[src/hdl/id_cfg.svh]
`ifndef ID_CFG_SVH
`define ID_CFG_SVH

// datapath widths
`define ID_XLEN     32
`define ID_RADDR_W  5
`define ID_NREGS    32

// addi x0, x0, 0
`define ID_NOP_IR   32'h0000_0013

// pc carried by bubbles, word aligned and outside normal code
`define ID_NOP_PC   32'hffff_fffc

`endif

[src/hdl/id_pkg.sv]
`include "id_cfg.svh"

package id_pkg;

    typedef logic [`ID_XLEN-1:0]    word_t;
    typedef logic [`ID_RADDR_W-1:0] regaddr_t;

    // rv32i major opcodes, system falls through to halt
    typedef enum logic [6:0] {
        OP_LOAD     = 7'b0000011,
        OP_MISC_MEM = 7'b0001111,
        OP_IMM      = 7'b0010011,
        OP_AUIPC    = 7'b0010111,
        OP_STORE    = 7'b0100011,
        OP          = 7'b0110011,
        OP_LUI      = 7'b0110111,
        OP_BRANCH   = 7'b1100011,
        OP_JALR     = 7'b1100111,
        OP_JAL      = 7'b1101111
    } opcode_t;

    // {funct7[0], funct7[5], funct3}
    typedef enum logic [4:0] {
        ALU_ADD   = 5'b00000,
        ALU_SLL   = 5'b00001,
        ALU_SLT   = 5'b00010,
        ALU_SLTU  = 5'b00011,
        ALU_XOR   = 5'b00100,
        ALU_SRL   = 5'b00101,
        ALU_OR    = 5'b00110,
        ALU_AND   = 5'b00111,
        ALU_SUB   = 5'b01000,
        ALU_SRA   = 5'b01101,
        ALU_COPY1 = 5'b11110,
        ALU_X     = 5'b11111
    } alu_mode_t;

    typedef enum logic [1:0] {MA_X, MA_LOAD, MA_STORE} ma_mode_t;

    // same encoding as funct3 of loads and stores
    typedef enum logic [2:0] {
        MA_SIZE_B  = 3'b000,
        MA_SIZE_H  = 3'b001,
        MA_SIZE_W  = 3'b010,
        MA_SIZE_X  = 3'b011,
        MA_SIZE_BU = 3'b100,
        MA_SIZE_HU = 3'b101
    } ma_size_t;

    typedef enum logic [1:0] {WB_SRC_X, WB_SRC_ALU, WB_SRC_MEM, WB_SRC_PC4} wb_src_t;
    typedef enum logic [1:0] {PC_NEXT, PC_JUMP_REL, PC_JUMP_ABS, PC_BRANCH} pc_mode_t;
    typedef enum logic [1:0] {ALU_OP1_RS1, ALU_OP1_IMMU, ALU_OP1_X} op1_sel_t;
    typedef enum logic [2:0] {
        ALU_OP2_RS2, ALU_OP2_IMMI, ALU_OP2_IMMS, ALU_OP2_PC, ALU_OP2_X
    } op2_sel_t;

    typedef struct packed {
        logic      halt;
        pc_mode_t  pc_mode;
        op1_sel_t  op1_sel;
        op2_sel_t  op2_sel;
        alu_mode_t alu_mode;
        ma_mode_t  ma_mode;
        ma_size_t  ma_size;
        wb_src_t   wb_src;
        logic      rs1_used;
        logic      rs2_used;
    } ctrl_t;

    typedef struct packed {
        word_t i;
        word_t s;
        word_t b;
        word_t u;
        word_t j;
    } imm_t;

    typedef struct packed {
        logic     valid;
        logic     ready;  // data already computed
        regaddr_t addr;
        word_t    data;
    } stage_fwd_t;

    typedef struct packed {
        logic     valid;
        regaddr_t addr;
        word_t    data;
    } wb_write_t;

    typedef struct packed {
        logic  valid;
        word_t addr;
    } redirect_t;

    typedef struct packed {
        word_t     pc;
        word_t     ir;
        word_t     alu_op1;
        word_t     alu_op2;
        alu_mode_t alu_mode;
        ma_mode_t  ma_mode;
        ma_size_t  ma_size;
        word_t     ma_data;  // store data
        wb_src_t   wb_src;
        word_t     wb_data;  // link address
        logic      wb_valid;
        logic      halt;
    } issue_t;

endpackage

[src/hdl/id_decoder.sv]
`timescale 1ns/1ps

module id_decoder
    import id_pkg::*;
(
    input  word_t      ir_i,
    output ctrl_t      ctrl_o,
    output imm_t       imm_o,
    output regaddr_t   rs1_o,
    output regaddr_t   rs2_o,
    output regaddr_t   rd_o,
    output logic [2:0] funct3_o
);

    opcode_t    opcode;
    logic [6:0] funct7;
    logic [2:0] funct3;
    alu_mode_t  alu_mode3;  // immediate ops, funct3 only
    alu_mode_t  alu_mode7;  // register ops and srai

    always_comb begin
        opcode = opcode_t'(ir_i[6:0]);
        funct3 = ir_i[14:12];
        funct7 = ir_i[31:25];

        alu_mode7 = alu_mode_t'({funct7[0], funct7[5], funct3});
        alu_mode3 = alu_mode_t'({2'b00, funct3});
    end

    assign rd_o     = ir_i[11:7];
    assign rs1_o    = ir_i[19:15];
    assign rs2_o    = ir_i[24:20];
    assign funct3_o = funct3;

    // sign extended immediates for every format
    always_comb begin
        imm_o.i = {{21{ir_i[31]}}, ir_i[30:20]};
        imm_o.s = {{21{ir_i[31]}}, ir_i[30:25], ir_i[11:7]};
        imm_o.b = {{20{ir_i[31]}}, ir_i[7], ir_i[30:25], ir_i[11:8], 1'b0};
        imm_o.u = {ir_i[31:12], 12'b0};
        imm_o.j = {{12{ir_i[31]}}, ir_i[19:12], ir_i[20], ir_i[30:21], 1'b0};
    end

    // first match wins, shift right immediates ahead of the rest of OP_IMM
    always_comb begin
        casez ({funct7, funct3, opcode})
            {7'b0?00000, 3'b101, OP_IMM}:
                ctrl_o = '{1'b0, PC_NEXT, ALU_OP1_RS1, ALU_OP2_IMMI, alu_mode7,
                           MA_X, MA_SIZE_X, WB_SRC_ALU, 1'b1, 1'b0};
            {7'b???????, 3'b???, OP_IMM}:
                ctrl_o = '{1'b0, PC_NEXT, ALU_OP1_RS1, ALU_OP2_IMMI, alu_mode3,
                           MA_X, MA_SIZE_X, WB_SRC_ALU, 1'b1, 1'b0};
            {7'b???????, 3'b???, OP_LUI}:
                ctrl_o = '{1'b0, PC_NEXT, ALU_OP1_IMMU, ALU_OP2_X, ALU_COPY1,
                           MA_X, MA_SIZE_X, WB_SRC_ALU, 1'b0, 1'b0};
            {7'b???????, 3'b???, OP_AUIPC}:
                ctrl_o = '{1'b0, PC_NEXT, ALU_OP1_IMMU, ALU_OP2_PC, ALU_ADD,
                           MA_X, MA_SIZE_X, WB_SRC_ALU, 1'b0, 1'b0};
            {7'b???????, 3'b???, OP}:
                ctrl_o = '{1'b0, PC_NEXT, ALU_OP1_RS1, ALU_OP2_RS2, alu_mode7,
                           MA_X, MA_SIZE_X, WB_SRC_ALU, 1'b1, 1'b1};
            {7'b???????, 3'b???, OP_JAL}:
                ctrl_o = '{1'b0, PC_JUMP_REL, ALU_OP1_X, ALU_OP2_X, ALU_X,
                           MA_X, MA_SIZE_X, WB_SRC_PC4, 1'b0, 1'b0};
            {7'b???????, 3'b???, OP_JALR}:
                ctrl_o = '{1'b0, PC_JUMP_ABS, ALU_OP1_X, ALU_OP2_X, ALU_X,
                           MA_X, MA_SIZE_X, WB_SRC_PC4, 1'b1, 1'b0};
            {7'b???????, 3'b00?, OP_BRANCH},   // beq, bne
            {7'b???????, 3'b1??, OP_BRANCH}:   // blt, bge, bltu, bgeu
                ctrl_o = '{1'b0, PC_BRANCH, ALU_OP1_X, ALU_OP2_X, ALU_X,
                           MA_X, MA_SIZE_X, WB_SRC_X, 1'b1, 1'b1};
            {7'b???????, 3'b???, OP_LOAD}:
                ctrl_o = '{1'b0, PC_NEXT, ALU_OP1_RS1, ALU_OP2_IMMI, ALU_ADD,
                           MA_LOAD, ma_size_t'(funct3), WB_SRC_MEM, 1'b1, 1'b0};
            {7'b???????, 3'b???, OP_STORE}:
                ctrl_o = '{1'b0, PC_NEXT, ALU_OP1_RS1, ALU_OP2_IMMS, ALU_ADD,
                           MA_STORE, ma_size_t'(funct3), WB_SRC_X, 1'b1, 1'b1};
            {7'b???????, 3'b???, OP_MISC_MEM}:  // fence is a nop here
                ctrl_o = '{1'b0, PC_NEXT, ALU_OP1_X, ALU_OP2_X, ALU_X,
                           MA_X, MA_SIZE_X, WB_SRC_X, 1'b0, 1'b0};
            default:  // system and anything unknown
                ctrl_o = '{1'b1, PC_NEXT, ALU_OP1_X, ALU_OP2_X, ALU_X,
                           MA_X, MA_SIZE_X, WB_SRC_X, 1'b0, 1'b0};
        endcase
    end

endmodule

[src/hdl/id_regfile.sv]
`timescale 1ns/1ps
`include "id_cfg.svh"

module id_regfile
    import id_pkg::*;
(
    input  logic      clk_i,
    input  logic      rst_n_i,
    input  regaddr_t  rd_addr_a_i,
    input  regaddr_t  rd_addr_b_i,
    output word_t     rd_data_a_o,
    output word_t     rd_data_b_o,
    input  wb_write_t wr_i
);

    word_t regs_q [1:`ID_NREGS-1];  // x0 has no storage

    always_ff @(posedge clk_i or negedge rst_n_i) begin
        if (!rst_n_i) begin
            for (int i = 1; i < `ID_NREGS; i++) begin
                regs_q[i] <= '0;
            end
        end else if (wr_i.valid && wr_i.addr != '0) begin
            regs_q[wr_i.addr] <= wr_i.data;
        end
    end

    assign rd_data_a_o = (rd_addr_a_i == '0) ? '0 : regs_q[rd_addr_a_i];
    assign rd_data_b_o = (rd_addr_b_i == '0) ? '0 : regs_q[rd_addr_b_i];

    // write-back stage must never target x0
    a_no_x0_write: assert property (@(posedge clk_i) disable iff (!rst_n_i)
        wr_i.valid |-> wr_i.addr != '0);

endmodule

[src/hdl/id_forward.sv]
`timescale 1ns/1ps

module id_forward
    import id_pkg::*;
(
    input  regaddr_t   rs1_i,
    input  regaddr_t   rs2_i,
    input  logic       rs1_used_i,
    input  logic       rs2_used_i,
    input  word_t      rf_a_i,
    input  word_t      rf_b_i,
    input  stage_fwd_t ex_i,
    input  stage_fwd_t ma_i,
    input  wb_write_t  wb_i,
    output word_t      op_a_o,
    output word_t      op_b_o,
    output logic       hazard_o
);

    // youngest producer wins
    function automatic word_t fwd_value(regaddr_t addr, word_t rf_data);
        if (ex_i.valid && ex_i.addr == addr)
            return ex_i.data;
        else if (ma_i.valid && ma_i.addr == addr)
            return ma_i.data;
        else if (wb_i.valid && wb_i.addr == addr)
            return wb_i.data;
        return rf_data;
    endfunction

    // result on its way but not computed yet
    function automatic logic collides(regaddr_t addr, logic used);
        logic ex_hit;
        logic ma_hit;
        ex_hit = ex_i.valid && ex_i.addr == addr && !ex_i.ready;
        ma_hit = ma_i.valid && ma_i.addr == addr && !ma_i.ready;
        return used && addr != '0 && (ex_hit || ma_hit);
    endfunction

    assign op_a_o = fwd_value(rs1_i, rf_a_i);
    assign op_b_o = fwd_value(rs2_i, rf_b_i);

    always_comb begin
        hazard_o = collides(rs1_i, rs1_used_i) || collides(rs2_i, rs2_used_i);

        // producers never report x0, so an x0 operand always forwards as zero
        a_no_x0_producer: assert (!(ex_i.valid && ex_i.addr == '0)
                                  && !(ma_i.valid && ma_i.addr == '0))
            else $error("ex or ma reported a result for x0");
    end

endmodule

[src/hdl/id_branch.sv]
`timescale 1ns/1ps

module id_branch
    import id_pkg::*;
(
    input  ctrl_t      ctrl_i,
    input  imm_t       imm_i,
    input  logic [2:0] funct3_i,
    input  word_t      pc_i,
    input  word_t      op_a_i,
    input  word_t      op_b_i,
    input  logic       hazard_i,
    output redirect_t  redirect_o
);

    logic cond;
    logic taken;

    always_comb begin
        case (funct3_i[2:1])
            2'b00:   cond = op_a_i == op_b_i;                    // beq
            2'b10:   cond = signed'(op_a_i) < signed'(op_b_i);   // blt
            2'b11:   cond = op_a_i < op_b_i;                     // bltu
            default: cond = 1'b0;
        endcase
        taken = cond ^ funct3_i[0];  // bne, bge, bgeu
    end

    // operands are not trusted while stalled
    always_comb begin
        case (ctrl_i.pc_mode)
            PC_JUMP_REL: redirect_o = '{1'b1, pc_i + imm_i.j};
            PC_JUMP_ABS: redirect_o = '{!hazard_i, op_a_i + imm_i.i};
            PC_BRANCH:   redirect_o = '{taken && !hazard_i, pc_i + imm_i.b};
            default:     redirect_o = '{1'b0, '0};
        endcase
    end

endmodule

[src/hdl/id_issue_reg.sv]
`timescale 1ns/1ps
`include "id_cfg.svh"

module id_issue_reg
    import id_pkg::*;
(
    input  logic     clk_i,
    input  logic     rst_n_i,
    input  word_t    pc_i,
    input  word_t    ir_i,
    input  ctrl_t    ctrl_i,
    input  imm_t     imm_i,
    input  regaddr_t rd_i,
    input  word_t    op_a_i,
    input  word_t    op_b_i,
    input  logic     hazard_i,
    output issue_t   issue_o
);

    // addi x0, x0, 0 with nothing written back
    localparam issue_t BUBBLE = '{`ID_NOP_PC, `ID_NOP_IR, '0, '0, ALU_ADD, MA_X,
                                  MA_SIZE_W, '0, WB_SRC_ALU, '0, 1'b0, 1'b0};

    word_t  alu_op1;
    word_t  alu_op2;
    issue_t issue_d;

    always_comb begin
        case (ctrl_i.op1_sel)
            ALU_OP1_RS1:  alu_op1 = op_a_i;
            ALU_OP1_IMMU: alu_op1 = imm_i.u;
            default:      alu_op1 = '0;
        endcase

        case (ctrl_i.op2_sel)
            ALU_OP2_RS2:  alu_op2 = op_b_i;
            ALU_OP2_IMMI: alu_op2 = imm_i.i;
            ALU_OP2_IMMS: alu_op2 = imm_i.s;
            ALU_OP2_PC:   alu_op2 = pc_i;
            default:      alu_op2 = '0;
        endcase
    end

    always_comb begin
        issue_d = '{pc_i, ir_i, alu_op1, alu_op2, ctrl_i.alu_mode, ctrl_i.ma_mode,
                    ctrl_i.ma_size, op_b_i, ctrl_i.wb_src, pc_i + 32'd4,
                    (ctrl_i.wb_src != WB_SRC_X) && (rd_i != '0), ctrl_i.halt};
    end

    always_ff @(posedge clk_i or negedge rst_n_i) begin
        if (!rst_n_i)
            issue_o <= BUBBLE;
        else if (hazard_i)
            issue_o <= BUBBLE;  // stall, decode again next cycle
        else
            issue_o <= issue_d;
    end

    // a halting instruction reaches execute with no side effects
    a_halt_inert: assert property (@(posedge clk_i) disable iff (!rst_n_i)
        issue_o.halt |-> !issue_o.wb_valid && issue_o.ma_mode == MA_X);

endmodule

[src/hdl/id_stage.sv]
`timescale 1ns/1ps

module id_stage
    import id_pkg::*;
(
    input  logic       clk_i,
    input  logic       rst_n_i,
    input  word_t      pc_i,
    input  word_t      ir_i,
    input  stage_fwd_t ex_fwd_i,
    input  stage_fwd_t ma_fwd_i,
    input  wb_write_t  wb_i,
    output logic       ready_o,
    output redirect_t  redirect_o,
    output issue_t     issue_o
);

    ctrl_t      ctrl;
    imm_t       imm;
    regaddr_t   rs1;
    regaddr_t   rs2;
    regaddr_t   rd;
    logic [2:0] funct3;
    word_t      rf_a;
    word_t      rf_b;
    word_t      op_a;  // forwarded operands
    word_t      op_b;
    logic       hazard;

    id_decoder u_decoder (
        .ir_i     (ir_i),
        .ctrl_o   (ctrl),
        .imm_o    (imm),
        .rs1_o    (rs1),
        .rs2_o    (rs2),
        .rd_o     (rd),
        .funct3_o (funct3)
    );

    id_regfile u_regfile (
        .clk_i       (clk_i),
        .rst_n_i     (rst_n_i),
        .rd_addr_a_i (rs1),
        .rd_addr_b_i (rs2),
        .rd_data_a_o (rf_a),
        .rd_data_b_o (rf_b),
        .wr_i        (wb_i)
    );

    id_forward u_forward (
        .rs1_i      (rs1),
        .rs2_i      (rs2),
        .rs1_used_i (ctrl.rs1_used),
        .rs2_used_i (ctrl.rs2_used),
        .rf_a_i     (rf_a),
        .rf_b_i     (rf_b),
        .ex_i       (ex_fwd_i),
        .ma_i       (ma_fwd_i),
        .wb_i       (wb_i),
        .op_a_o     (op_a),
        .op_b_o     (op_b),
        .hazard_o   (hazard)
    );

    id_branch u_branch (
        .ctrl_i     (ctrl),
        .imm_i      (imm),
        .funct3_i   (funct3),
        .pc_i       (pc_i),
        .op_a_i     (op_a),
        .op_b_i     (op_b),
        .hazard_i   (hazard),
        .redirect_o (redirect_o)
    );

    id_issue_reg u_issue_reg (
        .clk_i    (clk_i),
        .rst_n_i  (rst_n_i),
        .pc_i     (pc_i),
        .ir_i     (ir_i),
        .ctrl_i   (ctrl),
        .imm_i    (imm),
        .rd_i     (rd),
        .op_a_i   (op_a),
        .op_b_i   (op_b),
        .hazard_i (hazard),
        .issue_o  (issue_o)
    );

    assign ready_o = !hazard;  // fetch holds the instruction while stalled

endmodule

[config.mk]
export PLATFORM = sky130hd
export DESIGN_NAME = id_stage
export DESIGN_NICKNAME = d
export VERILOG_FILES = /design/src/hdl/id_pkg.sv /design/src/hdl/id_decoder.sv /design/src/hdl/id_regfile.sv /design/src/hdl/id_forward.sv /design/src/hdl/id_branch.sv /design/src/hdl/id_issue_reg.sv /design/src/hdl/id_stage.sv
export VERILOG_INCLUDE_DIRS = /design/src /design/src/hdl
export SDC_FILE = /design/constraint.sdc
export NUM_CORES = 2
export LEC_CHECK = 0
export BUFFER_PORTS_ARGS = -buffer_cell sky130_fd_sc_hd__buf_2
export CORE_UTILIZATION = 55
export CTS_CLUSTER_DIAMETER = 200
export DETAILED_ROUTE_END_ITERATION = 16
export PLACE_DENSITY = 0.73
export SYNTH_ARGS = -nofsm -noshare
export SYNTH_HDL_FRONTEND = slang
export SYNTH_HIERARCHICAL = 1
export SYNTH_SLANG_ARGS = --single-unit
[constraint.sdc]
create_clock -name clk_i -period 7.45 [get_ports clk_i]
set_clock_uncertainty 0.15 [all_clocks]
set_input_delay 0.745 -clock clk_i [delete_from_list [all_inputs] [get_ports clk_i]]
set_output_delay 0.745 -clock clk_i [all_outputs]
set_load 0.05 [all_outputs]
==> reports/metrics.yaml <==
rsz0062_at_grt: "no"
via_per_inst: 6.98
firstDrtPassIters: 9
dp_worst_setup_slack_ns: 0.514
rows: 131
vdd_drop_max_v: 0.000214
status: "completed"
total_power_mw: 20.0
syn-instance-count: 5625
fin_cells: 7467
cts_resized: 0
routabilityCongestion: 1.02
clockBufferDepth: 3
synthesis.area_um2: 70800
die-area_um2: 130000
p_leak_nw: 34.5
clk_latency_ns: 0.79
drtIter0Drc: 5827
synth_ff_type: "dfrtp_1"
yosys_warnings: 6
drive_above_1_share_pct: 42.4
max_freq_ghz: 0.141
cts.clk_slew.worst_paths_ns: 0.06
drc: 0
cts-buffers-inserted: 130
required_ns: 6.55
post_drt_wl_per_cell_um: 32.2
dp.cells: 7217
fin_crit_ns: 7.08
tritoncts: "built"
rrSetupSlack_ns: 4.65
async_flop_share_pct: 100
path_max_fanout: 24
start_kind: "input port"
synth-seq-area-share_pct: 42.4
initial_core_util_pct: 55.5
core_area_um2: 128000
place_hpwl_um: 158000
post-route-period-util_pct: 95.0
antenna_left: 0
io_pins: 422
grt_max_degree: 179
post-route-util_pct: 61.2
die_w_um: 361
drv_cap: 0
syn2layout_area_growth_pct: 10.2
hold_ws_ns: 0.116
io_buffers: 421
crit_type: "in -> out"
ys_types: 98
root_buffer: "clkbuf_16"
power_density_nw_per_um2: 257
syn_avg_cell_area_um2: 12.6
placed_cell_area_um2: 73600
synth_seq_cells: 1196
finalNetCount: 5967
clkSinkCount: 1196
grt_pass1_vias: 51700
grt_pass1_wl_um: 350000
die_h_um: 361
finalSetupViolCount: 0
overflow: 0
tns_ns: 0
grt_antenna_before_repair: 19
vias: 52100
hold_class: "in -> reg"
grt_usage_pct: 36.5
setup_ws_ns: 0.370
hold_violations: 0
htreeDepth: 4
worst_pin_slew_ns: 1.28
drv_slew: 0
wl_um: 240000
slew_headroom_pct: 13.4
stdcell_area_um2: 78000
crit_path_end_kind: "output port"
synth-edff-count: 0
arrival_ns: 6.19
==> synthesized netlist by cell type (16+ instances only) <==
master | number | area share (%)
dfrtp_1 | 1161 | 41
mux2_2 | 1082 | 17
mux4_2 | 377 | 12
mux2i_1 | 303 | 4.3
clkbuf_1 | 265 | 1.4
buf_4 | 219 | 2.3
buf_2 | 171 | 1.2
a22oi_1 | 166 | 1.8
inv_1 | 129 | 0.68
nor2b_1 | 126 | 1.1
nor2_1 | 121 | 0.64
nand2_1 | 118 | 0.63
nor3_1 | 116 | 0.82
a21oi_1 | 114 | 0.81
o21ai_0 | 99 | 0.70
ha_1 | 95 | 1.7
a31oi_1 | 75 | 0.66
or3_1 | 54 | 0.48
xnor2_1 | 52 | 0.64
nand3_1 | 50 | 0.35
a221oi_1 | 47 | 0.58
or2_2 | 41 | 0.36
o211ai_1 | 40 | 0.42
xor2_1 | 39 | 0.48
a21o_1 | 36 | 0.38
dfstp_2 | 35 | 1.3
o221ai_1 | 35 | 0.43
and3_1 | 34 | 0.30
o22ai_1 | 34 | 0.30
mux2_4 | 30 | 0.64
o31a_1 | 30 | 0.37
nand4_1 | 27 | 0.24
mux2_1 | 21 | 0.33
a211oi_1 | 20 | 0.21
buf_1 | 19 | 0.10
a221o_1 | 18 | 0.25
buf_6 | 18 | 0.29
nand2b_1 | 18 | 0.16
o22a_1 | 17 | 0.21
o21a_1 | 16 | 0.17
==> critical path, cell delays in order <==
cell	delay (ns)
buf_2	0.41
buf_12	0.31
nand2_1	0.33
buf_4	0.32
o22a_1	0.24
o211ai_1	0.27
inv_1	0.15
o221ai_1	0.49
ha_1	0.34
o21ai_0	0.17
nor4_1	0.26
nand3_1	0.22
a31oi_1	0.64
a31oi_1	0.18
a21boi_0	0.27
nor3_1	0.09
o32ai_1	0.35
buf_2	0.35
==> logic make-up after synthesis <==
| kind of cell | count (synthesis) | share of synthesized area [%] |
|---|---|---|
| compound gates | 829 | 8.32 |
| xor+xnor | 91 | 1.13 |
| fa+ha+maj | 97 | 1.74 |
| buf+inv | 827 | 6.11 |
| flops | 1196 | 42.4 |
| mux | 1813 | 34.5 |
| other cells | 1 | 0.00530 |
| simple gates | 771 | 5.88 |
==> final timing paths <==
check,endpoint,start,cells past startpoint
setup / recovery,redirect_o[29],ir_i[18],18
hold / removal,u_issue_reg/issue_o[152],ir_i[10],2
setup reg to reg,u_issue_reg/issue_o[141],u_regfile/regs_q[767],9
hold reg to reg,u_regfile/regs_q[777],u_regfile/regs_q[777],1
max in group asynchronous,u_regfile/regs_q[509],rst_n_i,4
min in group asynchronous,u_issue_reg/issue_o[31],rst_n_i,2
==> report_power, final <==
part	internal, mW	switching (mW)
sequential	7.63	0.836
clock	3.83	2.76
combinational	2.47	2.51
==> routing by layer <==
metal / routed length (um) / track usage (%) / up-vias
met5: 34 / 0 / -
met4: 17200 / 23.5 / 6
met3: 24500 / 10.0 / 850
met2: 111000 / 57.0 / 3244
met1: 87600 / 44.7 / 26900
li1: - / - / 21200
==> registers in the layout, summed over array words and instances (netlist names) <==
| name | cells |
|---|---|
| u_issue_reg/issue_o | 204 |
| u_regfile/regs_q | 992 |
==> what timing repair did <==
item                                   in CTS  in global routing
endpoints found under the hold margin      79                  0
buffers inserted                            0                  0
hold buffers                                1                  0
==> cell type report <==
class | count | area, um2
diodes | 12 | 30.0
clock buffers | 186 | 3850
clock inverters | 51 | 505
fillers | 9896 | 49500
inverters | 131 | 492
multi-input cells | 3615 | 36800
flip-flops and latches | 1196 | 30000
well taps | 1662 | 2080
repair buffers | 614 | 4280
==> layout by cell type, fill, tap and decap left out, types with 33 or more instances in the layout <==
cell type / count
dfrtp_1: 1161
nor3_1: 114
mux2_2: 1082
a22oi_1: 166
o211ai_1: 40
o221ai_1: 35
nor2_1: 107
o21ai_0: 99
buf_12: 49
buf_2: 396
xor2_1: 39
xnor2_1: 52
ha_1: 95
a221oi_1: 47
o22ai_1: 33
inv_1: 129
nand2_1: 104
clkbuf_16: 136
a31oi_1: 75
mux2i_1: 303
dfstp_2: 35
nand3_1: 48
or2_2: 41
buf_4: 161
mux4_2: 377
and3_1: 33
nor2b_1: 121
a21oi_1: 114
a21o_1: 36
or3_1: 53
No activity file was read; power rests on OpenSTA's default activity.
